File: src/radio_cfg_pkg.sv
package radio_cfg_pkg;

  // --------------------------------------------------
  // Clock and datapath widths
  // --------------------------------------------------

  // Number of external receivers fed by the core
  localparam int NUM_RX = 4;

  // NCO phase increment width
  localparam int PHASE_W = 32;
  typedef logic [PHASE_W-1:0] phase_word_t;

  // TX baseband samples are signed
  localparam int SAMPLE_W = 16;
  typedef logic signed [SAMPLE_W-1:0] tx_sample_t;

  // Upstream receiver words
  localparam int RX_W = 24;
  typedef logic [RX_W-1:0] rx_word_t;

  // Frequency to phase conversion for a 76.8 MHz clock
  // Multiplier is 2^57 over the clock, rounded at bit 24
  localparam logic [31:0] FREQ_MULT  = 32'd1876499845;
  localparam logic [31:0] FREQ_ROUND = 32'd16777216;
  localparam int          FREQ_MSB   = 56;
  localparam int          FREQ_LSB   = 25;

  // Decimation for 48 ksps, halved per rate step
  typedef logic [5:0] rate_t;
  localparam rate_t RATE48 = 6'd40;

  // Carrier levels for CW and VNA
  typedef logic [18:0] cw_level_t;
  localparam cw_level_t   MAX_CW_LEVEL = 19'h4d800;
  localparam logic [15:0] VNA_LEVEL    = 16'h4d80;

  // Keyer and serializer states
  typedef enum logic [1:0] {CW_RX, CW_RISE, CW_FALL} cw_state_e;
  typedef enum logic [1:0] {RXUS_IDLE, RXUS_I, RXUS_Q} rxus_state_e;

endpackage

File: src/radio_cmd_pkg.sv
package radio_cmd_pkg;

  // --------------------------------------------------
  // Command slave port
  // --------------------------------------------------

  localparam int CMD_ADDR_W = 6;
  localparam int CMD_DATA_W = 32;

  // Register addresses decoded by the core
  typedef enum logic [CMD_ADDR_W-1:0] {
    CMD_CTRL     = 6'h00,
    CMD_TX_FREQ  = 6'h01,
    CMD_RX0_FREQ = 6'h02,
    CMD_RX1_FREQ = 6'h03,
    CMD_RX2_FREQ = 6'h04,
    CMD_RX3_FREQ = 6'h05,
    CMD_VNA      = 6'h09
  } cmd_addr_e;

  // Idle plus three steps of the frequency multiply
  typedef enum logic [1:0] {CMD_IDLE, CMD_FREQ1, CMD_FREQ2, CMD_FREQ3} cmd_state_e;

  // Field positions inside the control words
  localparam int RATE_MSB      = 25;
  localparam int RATE_LSB      = 24;
  localparam int VNA_BIT       = 23;
  localparam int LAST_CHAN_MSB = 7;
  localparam int LAST_CHAN_LSB = 3;
  localparam int DUPLEX_BIT    = 2;

  typedef logic [4:0] chan_t;

endpackage

File: src/cmd_decoder.sv
`timescale 1ns/1ps

module cmd_decoder import radio_cfg_pkg::*, radio_cmd_pkg::*; (
  input  logic                  clk,
  input  logic                  arst_n_i,
  input  logic [CMD_ADDR_W-1:0] cmd_addr_i,
  input  logic [CMD_DATA_W-1:0] cmd_data_i,
  input  logic                  cmd_rqst_i,
  output logic                  cmd_ack_o,
  output logic                  freq_capture_o,
  output logic                  freq_commit_o,
  output logic                  duplex_o,
  output chan_t                 last_chan_o,
  output logic                  vna_o,
  output rate_t                 rx_rate_o
);

  cmd_state_e                  state_q;
  logic [RATE_MSB-RATE_LSB:0]  rate_code_q;

  // Command FSM and control registers
  always_ff @(posedge clk or negedge arst_n_i) begin
    if (!arst_n_i) begin
      state_q     <= CMD_IDLE;
      rate_code_q <= '0;
      duplex_o    <= 1'b0;
      last_chan_o <= '0;
      vna_o       <= 1'b0;
    end else begin
      case (state_q)
        CMD_IDLE: begin
          if (cmd_rqst_i) begin
            case (cmd_addr_i)
              // Frequency writes run through the multiply pipeline
              CMD_TX_FREQ, CMD_RX0_FREQ, CMD_RX1_FREQ, CMD_RX2_FREQ, CMD_RX3_FREQ:
                state_q <= CMD_FREQ1;
              // Control words take effect at once, no ack
              CMD_CTRL: begin
                rate_code_q <= cmd_data_i[RATE_MSB:RATE_LSB];
                last_chan_o <= cmd_data_i[LAST_CHAN_MSB:LAST_CHAN_LSB];
                duplex_o    <= cmd_data_i[DUPLEX_BIT];
              end
              CMD_VNA: vna_o <= cmd_data_i[VNA_BIT];
              // Unknown addresses are dropped
              default: state_q <= CMD_IDLE;
            endcase
          end
        end
        CMD_FREQ1: state_q <= CMD_FREQ2;
        CMD_FREQ2: state_q <= CMD_FREQ3;
        default:   state_q <= CMD_IDLE;
      endcase
    end
  end

  // Capture the product one cycle before commit
  assign freq_capture_o = (state_q == CMD_FREQ2);
  assign freq_commit_o  = (state_q == CMD_FREQ3);
  // Ack coincides with commit
  assign cmd_ack_o      = (state_q == CMD_FREQ3);

  // Decimation halves for every rate step
  assign rx_rate_o = RATE48 >> rate_code_q;

endmodule

File: src/tuning_regs.sv
`timescale 1ns/1ps

module tuning_regs import radio_cfg_pkg::*, radio_cmd_pkg::*; (
  input  logic                  clk,
  input  logic                  arst_n_i,
  input  logic [CMD_ADDR_W-1:0] cmd_addr_i,
  input  logic [CMD_DATA_W-1:0] cmd_data_i,
  input  logic                  freq_capture_i,
  input  logic                  freq_commit_i,
  input  logic                  duplex_i,
  input  chan_t                 last_chan_i,
  output phase_word_t           tx_phase_o,
  output phase_word_t           rx_phase_o [NUM_RX]
);

  logic [63:0]           freq_prod;
  phase_word_t           phase_cap_q;
  logic [CMD_ADDR_W-1:0] addr_cap_q;
  logic                  single_rx;

  // Rounded frequency times 2^57 over the clock
  assign freq_prod = cmd_data_i * FREQ_MULT + FREQ_ROUND;

  // Simplex with one receiver makes RX0 track the TX phase
  assign single_rx = !duplex_i && (last_chan_i == '0);

  always_ff @(posedge clk or negedge arst_n_i) begin
    if (!arst_n_i) begin
      phase_cap_q <= '0;
      addr_cap_q  <= '0;
      tx_phase_o  <= '0;
      rx_phase_o  <= '{default: '0};
    end else begin
      // Multiply has had two cycles to settle
      if (freq_capture_i) begin
        phase_cap_q <= freq_prod[FREQ_MSB:FREQ_LSB];
        addr_cap_q  <= cmd_addr_i;
      end
      if (freq_commit_i) begin
        if (addr_cap_q == CMD_TX_FREQ) begin
          tx_phase_o <= phase_cap_q;
          if (single_rx) rx_phase_o[0] <= phase_cap_q;
        end
        if (addr_cap_q == CMD_RX0_FREQ) begin
          rx_phase_o[0] <= single_rx ? tx_phase_o : phase_cap_q;
        end
        // Remaining receivers sit on consecutive addresses
        for (int i = 1; i < NUM_RX; i++) begin
          if (addr_cap_q == CMD_ADDR_W'(int'(CMD_RX0_FREQ) + i)) rx_phase_o[i] <= phase_cap_q;
        end
      end
    end
  end

endmodule

File: src/cw_keyer.sv
`timescale 1ns/1ps

module cw_keyer import radio_cfg_pkg::*; (
  input  logic      clk,
  input  logic      arst_n_i,
  input  logic      cw_keydown_i,
  output logic      tx_cw_key_o,
  output cw_level_t cw_level_o
);

  cw_state_e state_q;

  // Linear rise and fall of one step per clock
  always_ff @(posedge clk or negedge arst_n_i) begin
    if (!arst_n_i) begin
      state_q    <= CW_RX;
      cw_level_o <= '0;
    end else begin
      case (state_q)
        CW_RX: begin
          cw_level_o <= '0;
          if (cw_keydown_i) state_q <= CW_RISE;
        end
        CW_RISE: begin
          // Hold at full carrier
          if (cw_level_o != MAX_CW_LEVEL) cw_level_o <= cw_level_o + 1'b1;
          if (!cw_keydown_i) state_q <= CW_FALL;
        end
        default: begin
          // Ramp down, back to receive at zero
          if (cw_level_o == '0) state_q <= CW_RX;
          else cw_level_o <= cw_level_o - 1'b1;
        end
      endcase
    end
  end

  // Carrier is keyed until the ramp has fully decayed
  assign tx_cw_key_o = (state_q != CW_RX);

endmodule

File: src/tx_baseband.sv
`timescale 1ns/1ps

module tx_baseband import radio_cfg_pkg::*; (
  input  logic                  clk,
  input  logic                  arst_n_i,
  input  logic [2*SAMPLE_W-1:0] tx_tdata_i,
  input  logic                  tx_tvalid_i,
  output logic                  tx_tready_o,
  input  logic                  tx_sample_req_i,
  input  logic                  vna_i,
  input  logic                  tx_cw_key_i,
  input  cw_level_t             cw_level_i,
  output tx_sample_t            tx_i_o,
  output tx_sample_t            tx_q_o
);

  tx_sample_t hold_i_q;
  tx_sample_t hold_q_q;
  logic       full_q;
  logic       xfer;

  // Single sample buffer, ready while empty
  assign tx_tready_o = !full_q;
  assign xfer        = tx_tvalid_i && tx_tready_o;

  always_ff @(posedge clk or negedge arst_n_i) begin
    if (!arst_n_i) begin
      hold_i_q <= '0;
      hold_q_q <= '0;
      full_q   <= 1'b0;
      tx_i_o   <= '0;
      tx_q_o   <= '0;
    end else begin
      // I in the upper half, Q in the lower half
      if (xfer) begin
        hold_i_q <= tx_tdata_i[2*SAMPLE_W-1:SAMPLE_W];
        hold_q_q <= tx_tdata_i[SAMPLE_W-1:0];
      end
      // A request drains the buffer unless a sample lands the same cycle
      if (xfer) full_q <= 1'b1;
      else if (tx_sample_req_i) full_q <= 1'b0;
      // VNA over CW over stream data, updated on request only
      if (tx_sample_req_i) begin
        if (vna_i) begin
          tx_i_o <= tx_sample_t'(VNA_LEVEL);
          tx_q_o <= '0;
        end else if (tx_cw_key_i) begin
          tx_i_o <= {1'b0, cw_level_i[18:4]};
          tx_q_o <= '0;
        end else begin
          tx_i_o <= full_q ? hold_i_q : '0;
          tx_q_o <= full_q ? hold_q_q : '0;
        end
      end
    end
  end

endmodule

File: src/rx_upstream.sv
`timescale 1ns/1ps

module rx_upstream import radio_cfg_pkg::*, radio_cmd_pkg::*; (
  input  logic     clk,
  input  logic     arst_n_i,
  input  logic     rx_strobe_i,
  input  rx_word_t rx_i_i [NUM_RX],
  input  rx_word_t rx_q_i [NUM_RX],
  input  chan_t    last_chan_i,
  output rx_word_t rx_tdata_o,
  output logic     rx_tvalid_o,
  input  logic     rx_tready_i,
  output logic     rx_tlast_o,
  output logic [1:0] rx_tuser_o
);

  rxus_state_e state_q;
  chan_t       chan_q;
  chan_t       frame_last_q;
  chan_t       last_clamped;
  rx_word_t    snap_i_q [NUM_RX];
  rx_word_t    snap_q_q [NUM_RX];

  // Never address past the last receiver
  assign last_clamped = (last_chan_i > chan_t'(NUM_RX - 1)) ? chan_t'(NUM_RX - 1) : last_chan_i;

  // --------------------------------------------------
  // Frame sequencing
  // --------------------------------------------------
  always_ff @(posedge clk or negedge arst_n_i) begin
    if (!arst_n_i) begin
      state_q      <= RXUS_IDLE;
      chan_q       <= '0;
      frame_last_q <= '0;
      snap_i_q     <= '{default: '0};
      snap_q_q     <= '{default: '0};
    end else begin
      case (state_q)
        RXUS_IDLE: begin
          // Strobes are only seen here, so mid-frame ones drop
          if (rx_strobe_i) begin
            snap_i_q     <= rx_i_i;
            snap_q_q     <= rx_q_i;
            chan_q       <= '0;
            frame_last_q <= last_clamped;
            state_q      <= RXUS_I;
          end
        end
        RXUS_I: if (rx_tready_i) state_q <= RXUS_Q;
        default: begin
          if (rx_tready_i) begin
            if (chan_q == frame_last_q) begin
              state_q <= RXUS_IDLE;
            end else begin
              chan_q  <= chan_q + 1'b1;
              state_q <= RXUS_I;
            end
          end
        end
      endcase
    end
  end

  // Outputs follow registered state so they hold under back-pressure
  always_comb begin
    case (state_q)
      RXUS_I:  rx_tdata_o = snap_i_q[chan_q[$clog2(NUM_RX)-1:0]];
      RXUS_Q:  rx_tdata_o = snap_q_q[chan_q[$clog2(NUM_RX)-1:0]];
      default: rx_tdata_o = '0;
    endcase
  end

  assign rx_tvalid_o = (state_q != RXUS_IDLE);
  assign rx_tlast_o  = (state_q == RXUS_Q) && (chan_q == frame_last_q);
  assign rx_tuser_o  = 2'b00;

endmodule

File: src/radio_core.sv
`timescale 1ns/1ps

module radio_core import radio_cfg_pkg::*, radio_cmd_pkg::*; (
  input  logic                  clk,
  input  logic                  arst_n_i,
  // Key and carrier state
  input  logic                  cw_keydown_i,
  output logic                  tx_cw_key_o,
  // Command slave
  input  logic [CMD_ADDR_W-1:0] cmd_addr_i,
  input  logic [CMD_DATA_W-1:0] cmd_data_i,
  input  logic                  cmd_rqst_i,
  output logic                  cmd_ack_o,
  // Tuning to the external NCOs and receivers
  output phase_word_t           tx_phase_o,
  output phase_word_t           rx_phase_o [NUM_RX],
  output rate_t                 rx_rate_o,
  // TX sample stream and interpolator side
  input  logic [2*SAMPLE_W-1:0] tx_tdata_i,
  input  logic                  tx_tvalid_i,
  output logic                  tx_tready_o,
  input  logic                  tx_sample_req_i,
  output tx_sample_t            tx_i_o,
  output tx_sample_t            tx_q_o,
  // Receiver samples and upstream stream
  input  logic                  rx_strobe_i,
  input  rx_word_t              rx_i_i [NUM_RX],
  input  rx_word_t              rx_q_i [NUM_RX],
  output rx_word_t              rx_tdata_o,
  output logic                  rx_tvalid_o,
  input  logic                  rx_tready_i,
  output logic                  rx_tlast_o,
  output logic [1:0]            rx_tuser_o
);

  logic      freq_capture;
  logic      freq_commit;
  logic      duplex;
  chan_t     last_chan;
  logic      vna;
  cw_level_t cw_level;

  // --------------------------------------------------
  // Control path
  // --------------------------------------------------
  cmd_decoder u_cmd_decoder (
    .clk, .arst_n_i, .cmd_addr_i, .cmd_data_i, .cmd_rqst_i, .cmd_ack_o,
    .freq_capture_o(freq_capture), .freq_commit_o(freq_commit),
    .duplex_o(duplex), .last_chan_o(last_chan), .vna_o(vna), .rx_rate_o
  );

  tuning_regs u_tuning_regs (
    .clk, .arst_n_i, .cmd_addr_i, .cmd_data_i,
    .freq_capture_i(freq_capture), .freq_commit_i(freq_commit),
    .duplex_i(duplex), .last_chan_i(last_chan), .tx_phase_o, .rx_phase_o
  );

  // --------------------------------------------------
  // Transmit and receive data paths
  // --------------------------------------------------
  cw_keyer u_cw_keyer (
    .clk, .arst_n_i, .cw_keydown_i, .tx_cw_key_o, .cw_level_o(cw_level)
  );

  tx_baseband u_tx_baseband (
    .clk, .arst_n_i, .tx_tdata_i, .tx_tvalid_i, .tx_tready_o, .tx_sample_req_i,
    .vna_i(vna), .tx_cw_key_i(tx_cw_key_o), .cw_level_i(cw_level), .tx_i_o, .tx_q_o
  );

  rx_upstream u_rx_upstream (
    .clk, .arst_n_i, .rx_strobe_i, .rx_i_i, .rx_q_i, .last_chan_i(last_chan),
    .rx_tdata_o, .rx_tvalid_o, .rx_tready_i, .rx_tlast_o, .rx_tuser_o
  );

endmodule

File: config.mk
export PLATFORM = sky130hd
export DESIGN_NAME = radio_core
export DESIGN_NICKNAME = d
export VERILOG_FILES = /design/src/radio_cfg_pkg.sv /design/src/radio_cmd_pkg.sv /design/src/cmd_decoder.sv /design/src/tuning_regs.sv /design/src/cw_keyer.sv /design/src/tx_baseband.sv /design/src/rx_upstream.sv /design/src/radio_core.sv
export SDC_FILE = /design/constraint.sdc
export NUM_CORES = 2
export LEC_CHECK = 0
export BUFFER_PORTS_ARGS = -buffer_cell sky130_fd_sc_hd__buf_4
export CORE_UTILIZATION = 60
export DETAILED_ROUTE_END_ITERATION = 16
export PLACE_DENSITY = 0.91
export SLEW_MARGIN = 15
export SYNTH_ARGS = -nofsm -noshare
export SYNTH_HDL_FRONTEND = slang
export SYNTH_SLANG_ARGS = --single-unit
export TNS_END_PERCENT = 1
File: constraint.sdc
create_clock -name clk -period 3.6 [get_ports clk]
set_input_delay 0.18 -clock clk [delete_from_list [all_inputs] [get_ports clk]]
set_output_delay 0.18 -clock clk [all_outputs]
set_load 0.1 [all_outputs]
==> results.md <==
Global route:
- The maximum number of pins on one net before global-route repair is 115.
- The number of global-route vias before repair is 36.5k.
- The total track usage is 47.9%.
- After global routing the overflow that remains totals 0.
- The global-route wire length before repair is 222 mm.
- The number of antenna violations at the first check in global routing is 19.

STA:
- Setup repair after global routing could not meet its margin everywhere.
- The final setup violation count is 33.
- The worst clock skew on the final layout is 72.1 ps.
- The minimum setup slack in the final design is -2500 ps.
- The number of hold violations in the final report is 0.
- The max-slew violation count is 0.
- After layout, the worst path uses 170% of the clock period.
- The shortest period the worst path allows is 6100 ps.
- Across all hold checks on the routed design, the worst slack comes to 65.4 ps.
- Headroom to the max-slew limit came out at 34.7%.
- Derived from the worst setup path, the maximum achievable clock frequency is 0.164 GHz.
- The transition time at the pin with the least slew margin is 976 ps.

Synth:
- After Yosys synthesis, full adders, half adders and majority gates account for 32.6% of the synthesized area.
- The synthesis warning total is 0.
- The cell count after synthesis is 3,484.
- The combinational family with the most area after synthesis is adder cells.
- The multiplexer share of the synthesized area is 9.71%.
- For this run, the leading register cell type out of synthesis is dfrtp_1.
- The cell area that synthesis handed to floorplanning was 37,100 um2.
- A synthesized cell averages 10.7 um2.
- Synthesis inferred 499 register bits.
- After Yosys synthesis, and, or, nand and nor cells account for 10.1% of the synthesized area.
- In this run, distinct cell masters in the synthesized netlist total 79.
- The synthesized netlist devotes 1.25% of its cell area to XOR and XNOR gates.
- The share of the yosys chip area belonging to registers is 33.6%.
- The fraction of the mapped netlist area in compound gates is 5.50%.
- The share of synthesized flip-flops with an asynchronous set or reset is 100%.
- In this run, synthesis inferred 0 flip-flops with an integrated enable.

Die:
- The number of top-level design ports is 499.
- The area inside the core boundary is 60,700 um2.
- The total number of placement rows is 90.
- The horizontal die dimension is 251 um.
- The floorplan die area is 62,900 um2.
- For this configuration, the core starts out at a cell density of 61.2%.
- The die is 251 um tall.

Placement:
- Summed over all nets, the half-perimeter wirelength after detailed placement is 93.4 mm.
- The number of placed instances, taps included, is 5,030.
- The placed standard-cell area is 44,400 um2.
- The final weighted congestion in routability-driven placement is 1.06.
- The count of buffers added on input and output ports is 496.

Critical path:
- The data arrival time of the worst path is 6600 ps.
- The cell at the slowest stage of the critical path is fa_1.
- For the worst setup path, the data required time is 4100 ps.
- The worst register-to-register path begins at u_cw_keyer.state_q[1].
- Along the worst path, the maximum fanout reaches 3.
- The worst setup path is of the in -> reg kind.
- The critical path's most frequent cell is fa_1.
- The buffer and inverter count on the worst path is 7.
- The type of origin of the critical path is an input pin.
- The path depth of the worst reg2reg path is 11.
- The cell family contributing the most delay on the critical path is adder cells.
- On the worst path, the slowest cell contributes a delay of 570 ps.
- For flop-to-flop paths, the worst setup slack is 170 ps.
- STA classifies the critical path endpoint as a flip-flop.
- The endpoint identified for the worst register-to-register timing path is u_cw_keyer.cw_level_o[18].

Min path:
- The tightest min-delay check is of the in -> reg type.
- For hold timing, the worst endpoint is u_cmd_decoder.vna_o.
- The start point of the worst min-delay path is cmd_data_i[23].
- The worst hold path was traced through 3 stages.

Clocking:
- The clock buffer count from CTS is 52.
- The buffer levels on the longest clock path is 3.
- TritonCTS built the clock tree.
- The H-tree was split into 2 levels.
- In this run the clock root is driven by a clkbuf_16.
- Clock-pin slew was measured on the worst setup and hold paths at 60 ps.
- The clock reaches the later pin of the worst-skew pair after 650 ps.
- The clock sink count is 499.

Finish:
- The finished cells cover 49,100 um2.
- Fill cells in the final layout number 3,019.
- The post-layout utilization of the core is 80.9%.
- From synthesis to final layout, the design area changed by 32.3%.
- In the final layout, the share of cells above drive strength 1 is 28.7%.
- The final layout contains 5,545 nets.
- Once layout is complete, the cells apart from fillers number 5,380.

Drt:
- The number of nets still failing antenna checks after routing is 0.
- In this run, the number of DRC markers left after iteration 0 of detailed routing was 5,115.
- The overall via count from detail_route is 33.9k.
- The number of optimization iterations in the first detailed-route pass is 14.
- For this run, design rule violations remaining after detail routing come to 0.
- In the final routed layout, each cell accounts on average for 27.6 um.
- The wire length after detailed routing is 149 mm.
- The number of vias per cell is 6.29.

Run:
- Across the run, the number of max-cap violations was 0.

Outcome:
- The flow ran to the end, but the final reports show violations.
- The final reports fail on setup timing.
-- through the flow --
step	worst slack (ps)	TNS, ps
finish	-2500	-71470
global route	-2680	-77360
CTS	-2450	-70830
detailed placement	-3440	-101010
global placement	-3380	-98650
floorplan	-2670	-76360
-- logic make-up after synthesis --
group / count (synthesis)
simple gates: 901
compound gates: 316
flops: 499
fa+ha+maj: 732
mux: 276
buf+inv: 706
other cells: 1
xor+xnor: 53
-- how the worst max path moves through the flow --
stage | from | endpoint | slack, ps | depth (start not counted)
after global routing | cmd_data_i[8] | u_tuning_regs.phase_cap_q[24] | -2680 | 23
after CTS | cmd_data_i[18] | u_tuning_regs.phase_cap_q[26] | -2450 | 26
final | cmd_data_i[12] | u_tuning_regs.phase_cap_q[31] | -2500 | 25
after floorplan | cmd_data_i[8] | u_tuning_regs.phase_cap_q[24] | -2670 | 23
after global placement | cmd_data_i[11] | u_tuning_regs.phase_cap_q[31] | -3380 | 26
after detailed placement | cmd_data_i[11] | u_tuning_regs.phase_cap_q[30] | -3440 | 27
-- cells in the final DEF, fill, tap and decap left out, types with 36 or more instances in the layout --
master and count:
mux2i_1 36, nand2_1 681, ha_1 323, a21oi_1 66
dlygate4sd3_1 237, inv_1 589, o21ai_0 83, nor2_1 61
fa_1 371, dfrtp_1 497, mux4_2 48, clkbuf_16 52
buf_4 870, mux2_2 191
-- routing by layer --
| metal | global-route usage (%) | vias to the layer above | share of wire (%) |
|---|---|---|---|
| met5 | 6.49 | - | 0.39 |
| met4 | 40.3 | 30 | 11 |
| met3 | 20.4 | 1292 | 13 |
| met2 | 73.7 | 3050 | 44 |
| met1 | 50.6 | 16200 | 31 |
| li1 | - | 13300 | - |
-- final cells by class --
cell class                      instances  area [um2]  area share, %
Inverter                              592        2220           4.52
Tap cell                              782         978           1.99
Clock buffer                           75        1520           3.09
Clock inverter                         22         309          0.629
Sequential cell                       499       12500           25.4
Multi-Input combinational cell       2280       22500           45.7
Antenna cell                           12        30.0         0.0611
Timing Repair Buffer                 1118        9120           18.6
-- state kept, by name, indices dropped and copies added, names as in the netlist, 6 cells and up --
name and count:
u_tx_baseband.tx_i_o 16, u_rx_upstream.snap_i_q 96, u_tx_baseband.tx_q_o 16, u_tuning_regs.rx_phase_o 128
u_tuning_regs.addr_cap_q 6, u_cw_keyer.cw_level_o 19, u_tx_baseband.hold_i_q 16, u_rx_upstream.snap_q_q 96
u_tx_baseband.hold_q_q 16, u_tuning_regs.tx_phase_o 32, u_tuning_regs.phase_cap_q 32
-- repair_timing --
item                                   in CTS  in global routing
setup endpoints to repair                  32                 35
resized for setup                          62                 25
setup buffers                               4                  0
hold buffers                              237                  0
pin swaps                                  35                 13
endpoints found under the hold margin     333                  0
-- worst register-to-register path: cells and delay by family (launching register included) --
kind / cells / cell delay [ps]
AOI/OAI and AO/OA: 6 / 1420
adders and majority gates: 1 / 390
DFF: 1 / 480
muxes: 2 / 540
and+or+nand+nor: 2 / 520
-- cell usage after synthesis (3+ instances only) --
master    instances  area, um2
a41oi_1           3       26.3
o22ai_1          18        113
mux2_2          191       2150
fa_1            392       7850
nand3_1          17       85.1
and4_1            3       26.3
and2_1           10       62.6
buf_4             4       30.0
a21o_1           26        195
nand2b_1         12       75.1
nand2_1         687       2580
o21ai_0          90        450
a21oi_1          73        365
dfrtp_1         499      12500
inv_1           590       2210
a21oi_2           3       26.3
a22oi_1          25        188
a211oi_1         10       75.1
mux2i_1          36        360
xnor2_1          34        298
o21bai_1          9       67.6
xor2_1           19        166
nor2b_1          33        206
mux4_2           48       1080
buf_1            10       37.5
clkbuf_1         97        364
nor3_1           14       70.1
nor4_1            6       37.5
a31oi_1           8       50.1
a31o_2            3       26.3
ha_1            340       4250
o31ai_1           8       60.1
nor2_1           67        251
or3_1             4       25.0
nand4_1          12       75.1
and3_1           27        169
o21a_1            6       45.0
Power is left out: the tool's default activity adds up to more than one toggle a clock period on the data nets, which glitch-free logic cannot reach.
